<file path="src/gbc_mem_pkg.sv">
package gbc_mem_pkg;

   // bus widths
   localparam int addr_w     = 16;
   localparam int data_w     = 8;
   // eight banks of 4 KB in one RAM
   localparam int ram_addr_w = 15;

   // working ram windows
   localparam logic [addr_w-1:0] wram_fixed_base  = 16'hc000;
   localparam logic [addr_w-1:0] wram_banked_base = 16'hd000;
   localparam logic [addr_w-1:0] wram_end         = 16'hdfff;

   // bank select register
   localparam logic [addr_w-1:0] svbk_addr = 16'hff70;

   // dma control registers, high bytes and start/status
   localparam logic [addr_w-1:0] dma_src_addr = 16'hff51;
   localparam logic [addr_w-1:0] dma_dst_addr = 16'hff52;
   localparam logic [addr_w-1:0] dma_ctl_addr = 16'hff55;

   // bytes moved per dma block
   localparam int block_bytes = 16;

   // value seen on reads that hit nothing
   localparam logic [data_w-1:0] open_bus_data = 8'hff;

   // slave picked by the router
   typedef enum logic [1:0] {
      sel_wram,
      sel_svbk,
      sel_dma,
      sel_none
   } slave_sel_t;

   // dma engine states, each bus cycle followed by a gap
   typedef enum logic [2:0] {
      dma_idle,
      dma_read,
      dma_gap_r,
      dma_write,
      dma_gap_w
   } dma_state_t;

endpackage

</file>
<file path="src/mem_router.sv">
`timescale 1ns/1ns

module mem_router (
   input  logic                            clk,
   input  logic                            rst_n,
   // shared bus from the arbiter
   input  logic                            bus_cyc,
   input  logic                            bus_stb,
   input  logic [gbc_mem_pkg::addr_w-1:0]  bus_adr,
   output logic [gbc_mem_pkg::data_w-1:0]  bus_dat_r,
   output logic                            bus_ack,
   // per slave strobes
   output logic                            wram_stb,
   output logic                            svbk_stb,
   output logic                            dmareg_stb,
   // slave returns
   input  logic [gbc_mem_pkg::data_w-1:0]  wram_dat_r,
   input  logic                            wram_ack,
   input  logic [gbc_mem_pkg::data_w-1:0]  svbk_dat_r,
   input  logic                            svbk_ack,
   input  logic [gbc_mem_pkg::data_w-1:0]  dmareg_dat_r,
   input  logic                            dmareg_ack
);

   import gbc_mem_pkg::*;

   slave_sel_t sel;
   logic       req;
   logic       none_stb;
   logic       none_ack;

   assign req = bus_cyc & bus_stb;

   // address map
   always_comb begin
      if (bus_adr >= wram_fixed_base && bus_adr <= wram_end) begin
         sel = sel_wram;
      end else if (bus_adr == svbk_addr) begin
         sel = sel_svbk;
      end else if (bus_adr == dma_src_addr || bus_adr == dma_dst_addr ||
                   bus_adr == dma_ctl_addr) begin
         sel = sel_dma;
      end else begin
         sel = sel_none;
      end
   end

   assign wram_stb   = req && sel == sel_wram;
   assign svbk_stb   = req && sel == sel_svbk;
   assign dmareg_stb = req && sel == sel_dma;
   assign none_stb   = req && sel == sel_none;

   // unmapped space still answers, one cycle late like the others
   always_ff @(posedge clk or negedge rst_n) begin
      if (!rst_n) begin
         none_ack <= 1'b0;
      end else begin
         none_ack <= none_stb && !none_ack;
      end
   end

   // address is held until ack, so the live select picks the return
   always_comb begin
      case (sel)
         sel_wram: begin
            bus_dat_r = wram_dat_r;
            bus_ack   = wram_ack;
         end
         sel_svbk: begin
            bus_dat_r = svbk_dat_r;
            bus_ack   = svbk_ack;
         end
         sel_dma: begin
            bus_dat_r = dmareg_dat_r;
            bus_ack   = dmareg_ack;
         end
         default: begin
            bus_dat_r = open_bus_data;
            bus_ack   = none_ack;
         end
      endcase
   end

   a_one_slave: assert property (@(posedge clk) disable iff (!rst_n)
      $onehot0({wram_stb, svbk_stb, dmareg_stb}));

   // no slave answers a cycle that was never strobed
   a_ack_follows_stb: assert property (@(posedge clk) disable iff (!rst_n)
      bus_ack |-> $past(req));

endmodule

</file>
<file path="config.mk">
export PLATFORM = sky130hd
export DESIGN_NAME = mem_router
export DESIGN_NICKNAME = d
export VERILOG_FILES = /design/src/gbc_mem_pkg.sv /design/src/mem_router.sv
export SDC_FILE = /design/constraint.sdc
export NUM_CORES = 1
export LEC_CHECK = 0
export ABC_AREA = 0
export BUFFER_PORTS_ARGS = -buffer_cell sky130_fd_sc_hd__buf_2
export CELL_PAD_IN_SITES_DETAIL_PLACEMENT = 0
export CELL_PAD_IN_SITES_GLOBAL_PLACEMENT = 1
export CORE_MARGIN = 4
export CORE_UTILIZATION = 15
export DETAILED_ROUTE_END_ITERATION = 10
export HOLD_SLACK_MARGIN = 0.03
export PLACE_DENSITY = 0.82
export SLEW_MARGIN = 0
export SYNTH_ARGS = -nofsm -noshare
export SYNTH_HDL_FRONTEND = slang
export SYNTH_SLANG_ARGS = --single-unit
</file>
<file path="constraint.sdc">
create_clock -name clk -period 7 [get_ports clk]
set_clock_uncertainty 0.1 [all_clocks]
set_input_delay 2.1 -clock clk [delete_from_list [all_inputs] [get_ports clk]]
set_output_delay 2.1 -clock clk [all_outputs]
set_load 0.1 [all_outputs]
</file>
==> impl_metrics.toml <==
[setup_path]
timing.rr.end = "none_ack"
r2r.worst_path.cells = 2
critPathMostFrequentCell = "buf_2"
cp-startpoint = "bus_adr[2]"
path_cells = "buf_2 > nor4b_1 > and4_2 > nor2_4 > and3b_4 > a21oi_2 > buf_2"
cp-end-kind = "primary output"
cp-start-kind = "input port"
r2r_slack_ns = 6.07
required_ns = 4.80
criticalPathCategory = "input port to primary output"
crit_arrival_ns = 3.74
rr_startpoint = "none_ack"
critical-path-slowest-cell = "and4_2"
max_stage_delay_ns = 0.44
crit_fanout = 11

[power_and_ir_drop]
power_density_nw_per_um2 = 74.2
leakagePower_nw = 0.337
ir_drop_v = 0.0000339

[worst_hold_path]
holdPathStages = 2
min_from = "none_ack"
hold_path_class = "flip-flop to flip-flop"
whs_endpoint = "none_ack"

[timing]
finalWorstSetupSlack_ns = 1.06
hold_viol = 0
rsz0062_at_grt = "no"
period_minus_slack_ns = 5.94
slew_viol_final = 0
hold_ws_ns = 0.567
final.period_utilization = 0.849
setup_viol = 0
relSlewSlack = 0.677
max_freq_ghz = 0.168
tightest_slew_ns = 0.488
final.setup.tns_ns = 0

[clock_network]
post_cts_buffers = 0
hold_buffers = 0
clk_latency_ns = 0
path_clk_slew_ns = 0
cts_resized = 0

[die]
die_area_sq_um = 3110
core_area_sq_um = 2190
ios = 59
row_count = 17
die_w_um = 55.8
die_h_um = 55.8
start_util = 0.156

[finish]
nFillCells = 265
biggestRegsByFlops = "none_ack x1"
top_register = "none_ack"
layout.cells.non_filler = 133
ff_latch_area_sq_um = 25.0
largest_reg_flops = 1
num_antenna_cells = 0
fin_util = 0.301
multiInputGateArea_sq_um = 302
drive_above_1_share = 0.638
syn_to_final_growth_pct = 92.3
nets = 154

[detailed_routing]
vias = 589
drtIter0Drc = 16
drt_wl_total_mm = 1.51
routedWlPerCell_um = 11.4
via_per_inst = 4.43
drc = 0
dr.pass1.iters = 4
ant_nets = 0

[job]
max-cap-violations = 0

[synth]
syn-cell-area_sq_um = 343
synth_seq_area_share = 0.0730
syn_avg_cell_area_sq_um = 7.14
yosysMostFrequentCell = "nand2_1"
synth.distinct_cells = 21
syn_nets = 95
syn_inst = 48
ys_warn_count = 0
synth_top_cell_area_share = 0.197
async_flop_share = 1.00
synth-edff-count = 0
synth.area.top_cells = "a22oi_1 (20%), nand2_1 (11%), o21ai_1 (10%), dfrtp_1 (7.3%), and4_1 (5.1%)"
ys_ff_latch = 1
netlist_top_cells_count = "nand2_1 (10), a22oi_1 (9), o21ai_1 (7)"
yosys.area.top_type = "a22oi_1"
synth_ff_type = "dfrtp_1"

[grt]
grt_usage = 0.0927
grt_pass1_wl_mm = 2.50
grt_pass1_vias = 587
grt_max_degree = 12
overflow = 0
grt_antenna_before_repair = 0

[run_status]
status = "completed"

[placement]
dp_slack_ns = 1.01
numPortBuffers = 58
placed_cells = 133
gp_congestion = 0.760
==> final cells by class <==
class | count | area share
Multi-Input combinational cell | 45 | 0.457
Timing Repair Buffer | 59 | 0.452
Sequential cell | 1 | 0.0380
Tap cell | 28 | 0.0531
==> per-layer routing <==
layer  vias up  wire [um]  track usage
met5         -          0            0
met4         0          0            0
met3         0        173       0.0139
met2        35        730        0.179
met1       250        607        0.113
li1        304          -            -
==> report_power, final <==
group / switching (mW) / leakage (nW) / internal [mW]
registers: 0.0000836 / 0.0132 / 0.00621
logic: 0.0273 / 0.323 / 0.0153
clock network: 0 / 0 / 0
total: 0.0274 / 0.337 / 0.0215
==> cell usage in the layout, fill, tap and decap left out, drive strengths merged <==
cell	n
buf	59
nand2	10
a22oi	9
o21ai	9
nor2	4
and4	3
and4bb	1
nor4b	1
nand3	1
mux2i	1
or3	1
nor3	1
and3	1
and3b	1
nor2b	1
a21oi	1
dfrtp	1
==> kinds of logic (layout without fill, tap and decap cells) <==
family,Yosys count,in the layout,synth area share
compound gates,19,19,0.376
mux,1,1,0.0292
flops,1,1,0.0730
buf+inv,2,59,0.0474
simple gates,25,25,0.474
==> stage by stage <==
stage	total power, mW	instance area (sq um)
after global routing	0.0518	659
after global placement	0.0491	659
after CTS	0.0492	659
after detailed placement	0.0491	659
final	0.0489	659
after floorplan	0.0323	343
==> worst max-delay path by stage <==
stage	end	slack, ns	cells past startpoint
2_1_floorplan	wram_stb	0.56	2
4_1_cts	bus_ack	1.00	7
3_5_place_dp	bus_ack	1.01	7
3_3_place_gp	bus_ack	1.06	7
6_report	bus_ack	1.06	7
5_1_grt	bus_ack	0.95	7
==> critical path: cells and delay by family <==
| family | cells | cell delay, ns |
|---|---|---|
| AND/OR/NAND/NOR | 4 | 1.02 |
| buffers and inverters | 2 | 0.52 |
| AO/OA/AOI/OAI | 1 | 0.08 |
(Power assumes the default switching activity.)
