## config.mk

```make
export PLATFORM = sky130hd
export DESIGN_NAME = wb_arbiter
export DESIGN_NICKNAME = d
export VERILOG_FILES = /design/src/gbc_mem_pkg.sv /design/src/wb_arbiter.sv
export SDC_FILE = /design/constraint.sdc
export NUM_CORES = 1
export LEC_CHECK = 0
export ABC_CLOCK_PERIOD_IN_PS = 3300
export BUFFER_PORTS_ARGS = -buffer_cell sky130_fd_sc_hd__buf_2
export CORE_AREA = 3 3 52 54
export DETAILED_ROUTE_END_ITERATION = 6
export DIE_AREA = 0 0 55 57
export PLACE_DENSITY_LB_ADDON = 0.25
export SYNTH_ARGS = -nofsm -noshare
export SYNTH_HDL_FRONTEND = slang
export SYNTH_SLANG_ARGS = --single-unit
```

## constraint.sdc

```tcl
create_clock -name clk -period 3.3 [get_ports clk]
set_input_delay 0.165 -clock clk [delete_from_list [all_inputs] [get_ports clk]]
set_output_delay 0.165 -clock clk [all_outputs]
set_load 0.01 [all_outputs]
```

## src/gbc_mem_pkg.sv

```systemverilog
package gbc_mem_pkg;

   // bus widths
   localparam int addr_w     = 16;
   localparam int data_w     = 8;
   // eight banks of 4 KB in one RAM
   localparam int ram_addr_w = 15;

   // working ram windows
   localparam logic [addr_w-1:0] wram_fixed_base  = 16'hc000;
   localparam logic [addr_w-1:0] wram_banked_base = 16'hd000;
   localparam logic [addr_w-1:0] wram_end         = 16'hdfff;

   // bank select register
   localparam logic [addr_w-1:0] svbk_addr = 16'hff70;

   // dma control registers, high bytes and start/status
   localparam logic [addr_w-1:0] dma_src_addr = 16'hff51;
   localparam logic [addr_w-1:0] dma_dst_addr = 16'hff52;
   localparam logic [addr_w-1:0] dma_ctl_addr = 16'hff55;

   // bytes moved per dma block
   localparam int block_bytes = 16;

   // value seen on reads that hit nothing
   localparam logic [data_w-1:0] open_bus_data = 8'hff;

   // slave picked by the router
   typedef enum logic [1:0] {
      sel_wram,
      sel_svbk,
      sel_dma,
      sel_none
   } slave_sel_t;

   // dma engine states, each bus cycle followed by a gap
   typedef enum logic [2:0] {
      dma_idle,
      dma_read,
      dma_gap_r,
      dma_write,
      dma_gap_w
   } dma_state_t;

endpackage

```

## src/wb_arbiter.sv

```systemverilog
`timescale 1ns/1ns

module wb_arbiter (
   input  logic                            clk,
   input  logic                            rst_n,
   // cpu master
   input  logic                            m0_cyc,
   input  logic                            m0_stb,
   input  logic                            m0_we,
   input  logic [gbc_mem_pkg::addr_w-1:0]  m0_adr,
   input  logic [gbc_mem_pkg::data_w-1:0]  m0_dat_w,
   output logic [gbc_mem_pkg::data_w-1:0]  m0_dat_r,
   output logic                            m0_ack,
   // dma master
   input  logic                            m1_cyc,
   input  logic                            m1_stb,
   input  logic                            m1_we,
   input  logic [gbc_mem_pkg::addr_w-1:0]  m1_adr,
   input  logic [gbc_mem_pkg::data_w-1:0]  m1_dat_w,
   output logic [gbc_mem_pkg::data_w-1:0]  m1_dat_r,
   output logic                            m1_ack,
   // shared bus
   output logic                            bus_cyc,
   output logic                            bus_stb,
   output logic                            bus_we,
   output logic [gbc_mem_pkg::addr_w-1:0]  bus_adr,
   output logic [gbc_mem_pkg::data_w-1:0]  bus_dat_w,
   input  logic [gbc_mem_pkg::data_w-1:0]  bus_dat_r,
   input  logic                            bus_ack
);

   // one-hot, bit 1 is the dma
   logic [1:0] req;
   logic [1:0] gnt;
   logic [1:0] gnt_q;
   // set when the dma had the bus last
   logic       last_q;

   assign req = {m1_cyc, m0_cyc};

   // owner keeps the bus while its cyc stays up
   // otherwise pick the one not served last
   always_comb begin
      if (|(gnt_q & req)) begin
         gnt = gnt_q;
      end else if (&req) begin
         gnt = last_q ? 2'b01 : 2'b10;
      end else begin
         gnt = req;
      end
   end

   always_ff @(posedge clk or negedge rst_n) begin
      if (!rst_n) begin
         gnt_q  <= 2'b00;
         last_q <= 1'b0;
      end else begin
         gnt_q <= gnt;
         if (|gnt) begin
            last_q <= gnt[1];
         end
      end
   end

   // forward the granted master
   assign bus_cyc   = |(gnt & req);
   assign bus_stb   = gnt[1] ? m1_stb : (gnt[0] & m0_stb);
   assign bus_we    = gnt[1] ? m1_we : m0_we;
   assign bus_adr   = gnt[1] ? m1_adr : m0_adr;
   assign bus_dat_w = gnt[1] ? m1_dat_w : m0_dat_w;

   // the loser sees no ack and keeps waiting
   assign m0_dat_r = bus_dat_r;
   assign m1_dat_r = bus_dat_r;
   assign m0_ack   = gnt[0] & bus_ack;
   assign m1_ack   = gnt[1] & bus_ack;

   // strobe only from a master that is really requesting
   a_gnt_has_cyc: assert property (@(posedge clk) disable iff (!rst_n)
      bus_stb |-> (gnt[0] && m0_cyc) || (gnt[1] && m1_cyc));

   // an ack returns to whoever held the bus when it was strobed
   a_ack_m0: assert property (@(posedge clk) disable iff (!rst_n)
      m0_ack |-> $past(gnt[0]));
   a_ack_m1: assert property (@(posedge clk) disable iff (!rst_n)
      m1_ack |-> $past(gnt[1]));

endmodule

```

==> flow_summary.ini <==
[place]
dp.cells = 160
hpwlAfterDp_um = 1681
dp_slack_ns = 1.647
io_buffers = 85
routabilityCongestion = 0.6743

[sta]
fin_crit_sh = 0.5713
skew_ns = 0.001406
tns_ns = 0
worst_pin_slew_ns = 0.2624
setup-violations-final = 0
fin_worst_hold_slack_ns = 0.2567
period_minus_slack_ns = 1.885
fin_ws_ns = 1.415
rsz0062_at_grt = false
timing.max_slew.rel_slack = 0.8243
hold_violations = 0
drv_slew = 0
fmax_ghz = 0.5304

[run_status]
outcome = finished, final reports clean

[detailed_routing]
via_per_inst = 4.358
drc_errors = 0
wl_per_cell_um = 11.53
route.met2.wl_um = 940
drt-total-wl_um = 1902
num_vias = 719
wl_met3_um = 294
wl_met1_um = 641
first_pass_iters = 3
drt-initial-drc-count = 2
topRoutingLayerUsed = met4
antenna_left = 0

[floorplan]
placement_rows = 17
die_w_um = 55
core_um2 = 2255
start_util = 0.2858
die_area_um2 = 3135
fp.dieH_um = 57
io_pins = 110

[clocking]
cts_buffer_depth = 2
clk_latency_ns = 0.23
ctsResizeCount = 0
path_clk_slew_ns = 0.04
clock-sinks = 3
htree_levels = 1
tritoncts = yes
hold_buffers = 1
cts_buffers = 3
cts_root_buf = clkbuf_4
post_cts_buffers = 0

[critical_path]
worstSetupPathType = reg -> out
critPathLaunchType = register
critPathCaptureType = primary output
arrival_ns = 1.72
max_stage_delay_ns = 0.38
cp.required_ns = 3.13
crit_chain = a21o_1, a22oi_2, buf_4, mux2_2, buf_2
cp_max_fo = 15
critPathBufInv = 2
cp_slowest_cell = dfrtp_1
cp_top_family = buffers and inverters

[synthesis]
syn_avg_cell_area_um2 = 10.07
synth_cell_type_count = 17
syn_area_um2 = 644.4
ys_seq_area_frac = 0.1165
syn_inst = 64
syn-num-nets = 129
yosys_warnings = 0
synth.ff_latch_count = 3

[pwr]
pwr_density_cell_nw_per_um2 = 322.2
clkPwrFrac = 0.201
leakage_nw = 0.5828
netSwitchingFraction = 0.3519
irDropWorstVdd_v = 0.0001752
finalPower_mw = 0.3213
comb_power_share = 0.650
p_seq_frac = 0.149
p_sw_mw = 0.1131
p_int_mw = 0.2082

[layout]
antenna_cells = 0
area_delta_synth_final_pct = 54.76
final_nets = 203
final_cells = 165
drive_above_1_share = 0.8613
layout_common_cells = buf_2 (85), mux2_2 (19), mux2_4 (7)
final_common_cell = buf_2

[global_routing]
track_usage = 0.1100
grt_max_degree = 16
antenna_found_initial = 0
grt-ovfl-total = 0
grt_pass1_vias = 681
grt_pass1_wl_um = 2615

[min_path]
hp-class = in -> async

[flow_run]
cap_violations = 0
cell families after synthesis:
family                 Yosys count  synth area share
AO/OA/AOI/OAI                    7           0.07767
AND/OR/NAND/NOR                  4           0.03496
buffers and inverters           24            0.2757
multiplexers                    26            0.4952
flip-flops                       3            0.1165
layer usage:
metal / vias to the layer above / global-route usage
li1: 351 / -
met1: 304 / 0.1115
met2: 59 / 0.1959
met3: 5 / 0.03394
met4: 0 / 0.05208
met5: - / 0
registers in the layout, indices dropped and copies added, names as in the netlist:
signal	count
gnt_q	2
last_q	1
worst paths after layout:
| check | slack (ns) | depth (start not counted) | startpoint | endpoint |
|---|---|---|---|---|
| worst max-delay path | 1.41 | 5 | gnt_q[0] | bus_adr[10] |
| worst min-delay path | 0.26 | 2 | rst_n | gnt_q[0] |
| worst max register to register | 2.07 | 4 | gnt_q[0] | last_q |
| worst min register to register | 0.56 | 2 | last_q | last_q |
| max in group asynchronous | 2.94 | 2 | rst_n | gnt_q[1] |
| min in group clk | 0.26 | 2 | m1_cyc | gnt_q[0] |
power by group through the flow:
stage | Clock (mW) | Combinational, mW | Sequential [mW]
floorplan | 0 | 0.157 | 0.0473
global placement | 0 | 0.208 | 0.0482
detailed placement | 0 | 0.211 | 0.0485
CTS | 0.0689 | 0.213 | 0.0481
global route | 0.0715 | 0.228 | 0.0492
finish | 0.0645 | 0.209 | 0.0479
final cells by class:
class / count / area, µm²
Clock buffer: 4 / 26.28
Fill cell: 242 / 1257
Sequential cell: 3 / 75.07
Multi-Input combinational cell: 37 / 391.6
Inverter: 5 / 18.77
Timing Repair Buffer: 88 / 450.4
Tap cell: 28 / 35.03
cell usage after synthesis:
cell type	number	area, µm²
mux2_4	7	105.1
buf_6	1	11.26
a311oi_1	1	8.760
nor2_1	1	3.750
a22oi_2	1	12.51
o21ai_0	2	10.01
nand2b_1	1	6.260
a21oi_1	1	5.000
buf_4	17	127.6
dfrtp_1	3	75.07
or2_2	1	6.260
mux2_2	19	214.0
inv_1	5	18.77
a21o_1	1	7.510
and2_1	1	6.260
a31oi_1	1	6.260
buf_12	1	20.02
metrics by stage:
step | util | area [µm²]
global route | 0.4423 | 997.2
CTS | 0.4423 | 997.2
detailed placement | 0.4262 | 960.9
floorplan | - | 644.4
global placement | 0.4262 | 960.9
finish | 0.4423 | 997.2
(Power assumes the default switching activity.)
