File: config.mk
export PLATFORM = sky130hd
export DESIGN_NAME = block_dma
export DESIGN_NICKNAME = d
export VERILOG_FILES = /design/src/gbc_mem_pkg.sv /design/src/block_dma.sv
export SDC_FILE = /design/constraint.sdc
export NUM_CORES = 1
export LEC_CHECK = 0
export BUFFER_PORTS_ARGS = -buffer_cell sky130_fd_sc_hd__buf_4
export CAP_MARGIN = 20
export CORE_ASPECT_RATIO = 0.75
export CORE_MARGIN = 3
export CORE_UTILIZATION = 48
export DETAILED_ROUTE_END_ITERATION = 8
export GPL_TIMING_DRIVEN = 0
export PLACE_DENSITY = 0.7
export SLEW_MARGIN = 0
export SYNTH_ARGS = -nofsm -noshare
export SYNTH_HDL_FRONTEND = slang
export SYNTH_SLANG_ARGS = --single-unit
File: constraint.sdc
create_clock -name clk -period 4.45 [get_ports clk]
set_clock_uncertainty 0.15 [all_clocks]
set_input_delay 0.6675 -clock clk [delete_from_list [all_inputs] [get_ports clk]]
set_output_delay 0.6675 -clock clk [all_outputs]
set_load 0.05 [all_outputs]
File: src/gbc_mem_pkg.sv
package gbc_mem_pkg;

   // bus widths
   localparam int addr_w     = 16;
   localparam int data_w     = 8;
   // eight banks of 4 KB in one RAM
   localparam int ram_addr_w = 15;

   // working ram windows
   localparam logic [addr_w-1:0] wram_fixed_base  = 16'hc000;
   localparam logic [addr_w-1:0] wram_banked_base = 16'hd000;
   localparam logic [addr_w-1:0] wram_end         = 16'hdfff;

   // bank select register
   localparam logic [addr_w-1:0] svbk_addr = 16'hff70;

   // dma control registers, high bytes and start/status
   localparam logic [addr_w-1:0] dma_src_addr = 16'hff51;
   localparam logic [addr_w-1:0] dma_dst_addr = 16'hff52;
   localparam logic [addr_w-1:0] dma_ctl_addr = 16'hff55;

   // bytes moved per dma block
   localparam int block_bytes = 16;

   // value seen on reads that hit nothing
   localparam logic [data_w-1:0] open_bus_data = 8'hff;

   // slave picked by the router
   typedef enum logic [1:0] {
      sel_wram,
      sel_svbk,
      sel_dma,
      sel_none
   } slave_sel_t;

   // dma engine states, each bus cycle followed by a gap
   typedef enum logic [2:0] {
      dma_idle,
      dma_read,
      dma_gap_r,
      dma_write,
      dma_gap_w
   } dma_state_t;

endpackage

File: src/block_dma.sv
`timescale 1ns/1ns

module block_dma (
   input  logic                            clk,
   input  logic                            rst_n,
   // register slave
   input  logic                            bus_we,
   input  logic [gbc_mem_pkg::addr_w-1:0]  bus_adr,
   input  logic [gbc_mem_pkg::data_w-1:0]  bus_dat_w,
   input  logic                            dmareg_stb,
   output logic [gbc_mem_pkg::data_w-1:0]  dmareg_dat_r,
   output logic                            dmareg_ack,
   // copy master
   output logic                            m_cyc,
   output logic                            m_stb,
   output logic                            m_we,
   output logic [gbc_mem_pkg::addr_w-1:0]  m_adr,
   output logic [gbc_mem_pkg::data_w-1:0]  m_dat_w,
   input  logic [gbc_mem_pkg::data_w-1:0]  m_dat_r,
   input  logic                            m_ack
);

   import gbc_mem_pkg::*;

   localparam int cnt_w = $clog2(block_bytes);

   dma_state_t        state;
   // page numbers written by the cpu
   logic [data_w-1:0] src_hi;
   logic [data_w-1:0] dst_hi;
   // running addresses
   logic [addr_w-1:0] src_adr;
   logic [addr_w-1:0] dst_adr;
   // remaining blocks minus one
   logic [6:0]        blocks_left;
   logic [cnt_w-1:0]  byte_cnt;
   logic [data_w-1:0] data_q;
   logic              reg_wr;
   logic              start;
   logic              block_end;
   logic              last_byte;

   assign reg_wr    = dmareg_stb && bus_we && !dmareg_ack;
   // start while busy is dropped
   assign start     = reg_wr && bus_adr == dma_ctl_addr && state == dma_idle;
   assign block_end = byte_cnt == cnt_w'(block_bytes - 1);
   assign last_byte = block_end && blocks_left == 7'd0;

   always_ff @(posedge clk or negedge rst_n) begin
      if (!rst_n) begin
         src_hi     <= '0;
         dst_hi     <= '0;
         dmareg_ack <= 1'b0;
      end else begin
         dmareg_ack <= dmareg_stb && !dmareg_ack;
         if (reg_wr && bus_adr == dma_src_addr) begin
            src_hi <= bus_dat_w;
         end
         if (reg_wr && bus_adr == dma_dst_addr) begin
            dst_hi <= bus_dat_w;
         end
      end
   end

   // status is 0xff when idle, else bit 7 low and the blocks left
   always_comb begin
      case (bus_adr)
         dma_src_addr: dmareg_dat_r = src_hi;
         dma_dst_addr: dmareg_dat_r = dst_hi;
         default:      dmareg_dat_r = (state == dma_idle) ? 8'hff : {1'b0, blocks_left};
      endcase
   end

   always_ff @(posedge clk or negedge rst_n) begin
      if (!rst_n) begin
         state       <= dma_idle;
         src_adr     <= '0;
         dst_adr     <= '0;
         blocks_left <= '0;
         byte_cnt    <= '0;
      end else begin
         case (state)
            dma_idle: begin
               // pages start at low byte 0
               if (start) begin
                  src_adr     <= {src_hi, 8'h00};
                  dst_adr     <= {dst_hi, 8'h00};
                  blocks_left <= bus_dat_w[6:0];
                  byte_cnt    <= '0;
                  state       <= dma_read;
               end
            end
            dma_read: begin
               if (m_ack) begin
                  state <= dma_gap_r;
               end
            end
            // cyc low so the cpu can win the bus
            dma_gap_r: state <= dma_write;
            dma_write: begin
               if (m_ack) begin
                  src_adr  <= src_adr + 1'b1;
                  dst_adr  <= dst_adr + 1'b1;
                  byte_cnt <= byte_cnt + 1'b1;
                  if (block_end) begin
                     blocks_left <= blocks_left - 1'b1;
                  end
                  // idle also keeps cyc low
                  state <= last_byte ? dma_idle : dma_gap_w;
               end
            end
            dma_gap_w: state <= dma_read;
            default:   state <= dma_idle;
         endcase
      end
   end

   // byte in flight
   always_ff @(posedge clk) begin
      if (state == dma_read && m_ack) begin
         data_q <= m_dat_r;
      end
   end

   assign m_cyc   = state == dma_read || state == dma_write;
   assign m_stb   = m_cyc;
   assign m_we    = state == dma_write;
   assign m_adr   = m_we ? dst_adr : src_adr;
   assign m_dat_w = data_q;

   a_stb_in_cyc: assert property (@(posedge clk) disable iff (!rst_n)
      m_stb |-> m_cyc);

   // request held steady until the arbiter lets the ack through
   a_hold_req: assert property (@(posedge clk) disable iff (!rst_n)
      m_stb && !m_ack |=> m_stb && $stable(m_adr) && $stable(m_we));

endmodule

==> flow_metrics.py <==
metrics = {
    "setup_path": {
        "crit_fanout": 8,
        "cp_slowest_cell": "or4_4",
        "end_kind": "output port",
        "cpPeakStageDelay_ns": 0.56,
        "start_kind": "primary input",
        "timing.critical_path.mode_cell": "buf_4",
        "required_ns": 3.63,
        "cp.arrival_ns": 3.06,
        "cp_cell_sequence": "buf_4, or4b_4, or4_4, nor2_1, a22oi_1, o21ai_0, buf_4",
        "critPathKind": "primary input to output port",
    },
    "drt": {
        "drc_errors": 0,
        "wire_per_inst_um": 17.96,
        "vias_per_cell": 6.054,
        "drtIter0Drc": 433,
        "dr_total_vias": 3838,
        "routed_wl_um": 11390,
        "ant_nets": 0,
        "first_pass_iters": 5,
    },
    "synth": {
        "synth_cells": 441,
        "synth_area_per_cell_sq_um": 9.065,
        "async_reset_ff_share_pct": 88.73,
        "yosysSeqAreaShare_pct": 45.45,
        "yosysUniqueCellTypes": 50,
        "synth_flop_cell": "dfrtp_1",
        "ys_ff_latch": 71,
        "syn-cell-area_sq_um": 3998,
        "yosysWarnings": 0,
        "synth_nets": 483,
        "synth_edf_count": 8,
    },
    "pwr": {
        "pwr-share-clk_pct": 20.2,
        "ir_drop_mv": 0.4783,
        "netSwitchingPower_mw": 1.346,
        "power_density_nw_per_um2": 596.4,
        "power_leakage_nw": 2.261,
        "switching_share_pct": 46.13,
        "p_seq_share_pct": 32.7,
        "combinationalPowerShare_pct": 47.1,
        "internal_power_mw": 1.572,
    },
    "timing": {
        "setup_viol": 0,
        "hold_viol_final": 0,
        "tns_ns": 0,
        "period_share_pct": 87.15,
        "timing.fmax_ghz": 0.2579,
        "finalCriticalPeriod_ns": 3.878,
        "worst_pin_slew_ns": 0.8404,
        "grt_setup_unrepaired": "no",
        "drv_slew": 0,
        "slew_headroom_pct": 43.98,
    },
    "clocking": {
        "hold_buffers": 0,
        "cts.sinks": 71,
        "clkTransAtPathRegs_ns": 0.07,
        "cts_tree": "yes",
        "cts_resized": 0,
        "postCtsSetupBuffers": 0,
        "cts_buffers": 9,
        "clockBufferDepth": 2,
        "clk_latency_ns": 0.36,
        "cts-root-buf": "clkbuf_8",
        "htree_num_levels": 3,
    },
    "floorplanning": {
        "dieArea_sq_um": 9471,
        "die_w_um": 111.4,
        "die_height_um": 85.04,
        "core_sq_um": 7988,
        "start_util_pct": 50.05,
        "boundaryPins": 73,
        "rows": 28,
    },
    "grt": {
        "grt_pass1_vias": 3511,
        "grt_pass1_wl_um": 18590,
        "grt_max_degree": 64,
        "gr-usage-all-layers_pct": 24.79,
        "grt-ovfl-total": 0,
        "grt_antenna_before_repair": 0,
    },
    "place": {
        "place_area_sq_um": 4669,
        "gp_congestion": 0.8880,
        "numPortBuffers": 72,
        "dp_hpwl_um": 8193,
    },
    "cells_and_area": {
        "fin_area_sq_um": 4893,
        "mostFrequentLayoutCell": "buf_4",
        "fillCellCount": 665,
        "drive_gt1_share_pct": 22.31,
        "synthToLayoutAreaGrowth_pct": 22.41,
        "diodes": 0,
        "num-nets-final": 566,
        "final_cell_mix": "73 x buf_4, 68 x nand2_1, 63 x dfrtp_1, 51 x nor2_1, 36 x o21ai_0",
    },
    "worst_hold_path": {
        "worst_hold_path_type": "primary input to asynchronous set/reset pin",
    },
    "flow_run": {
        "drv_cap": 0,
    },
    "run_status": {
        "status": "finished, final reports clean",
    },
}
[critical path: cells and delay by family]
family          cells  cell delay (ns)
simple gates        3             1.64
compound gates      2             0.42
buf+inv             2             0.34
[layer usage]
metal	wire length [um]	up-vias	global-route usage, %
met5	0	-	0
met4	147	0	7.956
met1	5286	1837	36.64
met3	1004	14	5.560
met2	4947	202	36.34
li1	-	1785	-
[cells in the mapped netlist, types with 2 or more instances]
cell,instances,area (sq um)
a211o_1,6,52.55
o221a_2,7,78.83
a31oi_1,17,106.4
nor3_1,13,65.06
dfrtp_1,63,1577
buf_6,2,22.52
a2bb2oi_1,2,17.52
a22oi_1,10,75.07
nor4_1,8,50.05
inv_1,5,18.77
or3_1,3,18.77
nand2_1,68,255.2
o2bb2a_1,2,20.02
nor2_1,51,191.4
nand3_1,19,95.09
o22a_1,5,43.79
nand3b_1,2,15.01
edfxtp_1,8,240.2
nor3b_1,3,22.52
nor2b_1,4,25.02
mux2_4,16,240.2
and4_1,3,26.28
a21oi_1,20,100.1
o21a_1,2,15.01
and3_1,10,62.56
clkbuf_1,21,78.83
a221o_1,2,20.02
nand4_1,7,43.79
ha_1,5,62.56
o21ai_0,36,180.2
mux2i_1,2,20.02
[power groups by stage]
stage               clock, mW  sequential, mW  combinational, mW
floorplan                   0           0.958              0.932
finish                  0.590           0.955               1.37
global route            0.626           0.978               1.48
detailed placement          0           0.960               1.37
CTS                     0.599           0.948               1.37
global placement            0           0.951               1.36
[cell type report]
class                   instances  area [sq um]  share of cell area (%)
multi-input cells             339          2044                   41.78
flip-flops and latches         71          1817                   37.13
repair buffers                 72         540.5                   11.05
clock buffers                  13         158.9                   3.247
well taps                     105         131.4                   2.685
plain buffers                  26         117.6                   2.403
clock inverters                 3         65.06                   1.330
inverters                       5         18.77                  0.3835
[kinds of logic (layout without fill, tap and decap cells)]
kind of cell,after synthesis,after routing,synth area share (%)
multiplexers,18,18,6.510
XOR/XNOR,1,1,0.2191
AO/OA/AOI/OAI,115,115,19.00
flip-flops,71,71,45.45
adder cells (fa/ha/maj),5,5,1.565
AND/OR/NAND/NOR,200,200,23.85
buffers and inverters,31,119,3.412
[worst paths after layout]
kind / end / cells after the start / start / slack (ns)
setup / recovery: dmareg_dat_r[3] / 7 / bus_adr[3] / 0.57
hold / removal: dst_hi[7] / 1 / rst_n / 0.23
setup reg to reg: src_adr[4] / 7 / state[1] / 1.61
hold reg to reg: dmareg_ack / 1 / dmareg_ack / 0.30
max in group asynchronous: byte_cnt[2] / 1 / rst_n / 3.34
min in group clk: dmareg_ack / 1 / dmareg_ack / 0.30
[per-stage QoR]
stage          hold slack, ns  worst slack, ns  std cells  total power [mW]  util, %
5_1_grt                0.3178           0.4555        634             3.084    61.26
3_3_place_gp           0.2867           0.6284        618             2.308    58.46
3_5_place_dp           0.2934           0.6021        618             2.331    58.46
4_1_cts                0.2834           0.5966        634             2.922    61.26
2_1_floorplan          0.2219           0.5429        441             1.890        -
6_report               0.2335           0.5719        634             2.918    61.26
[sequential cells by signal, summed over array words and instances (netlist names)]
register,count
blocks_left,7
byte_cnt,4
src_adr,16
src_hi,8
dst_hi,8
m_dat_w,8
dst_adr,16
dmareg_ack,1
state,3
Note: power is estimated with default switching activity, not from simulation.
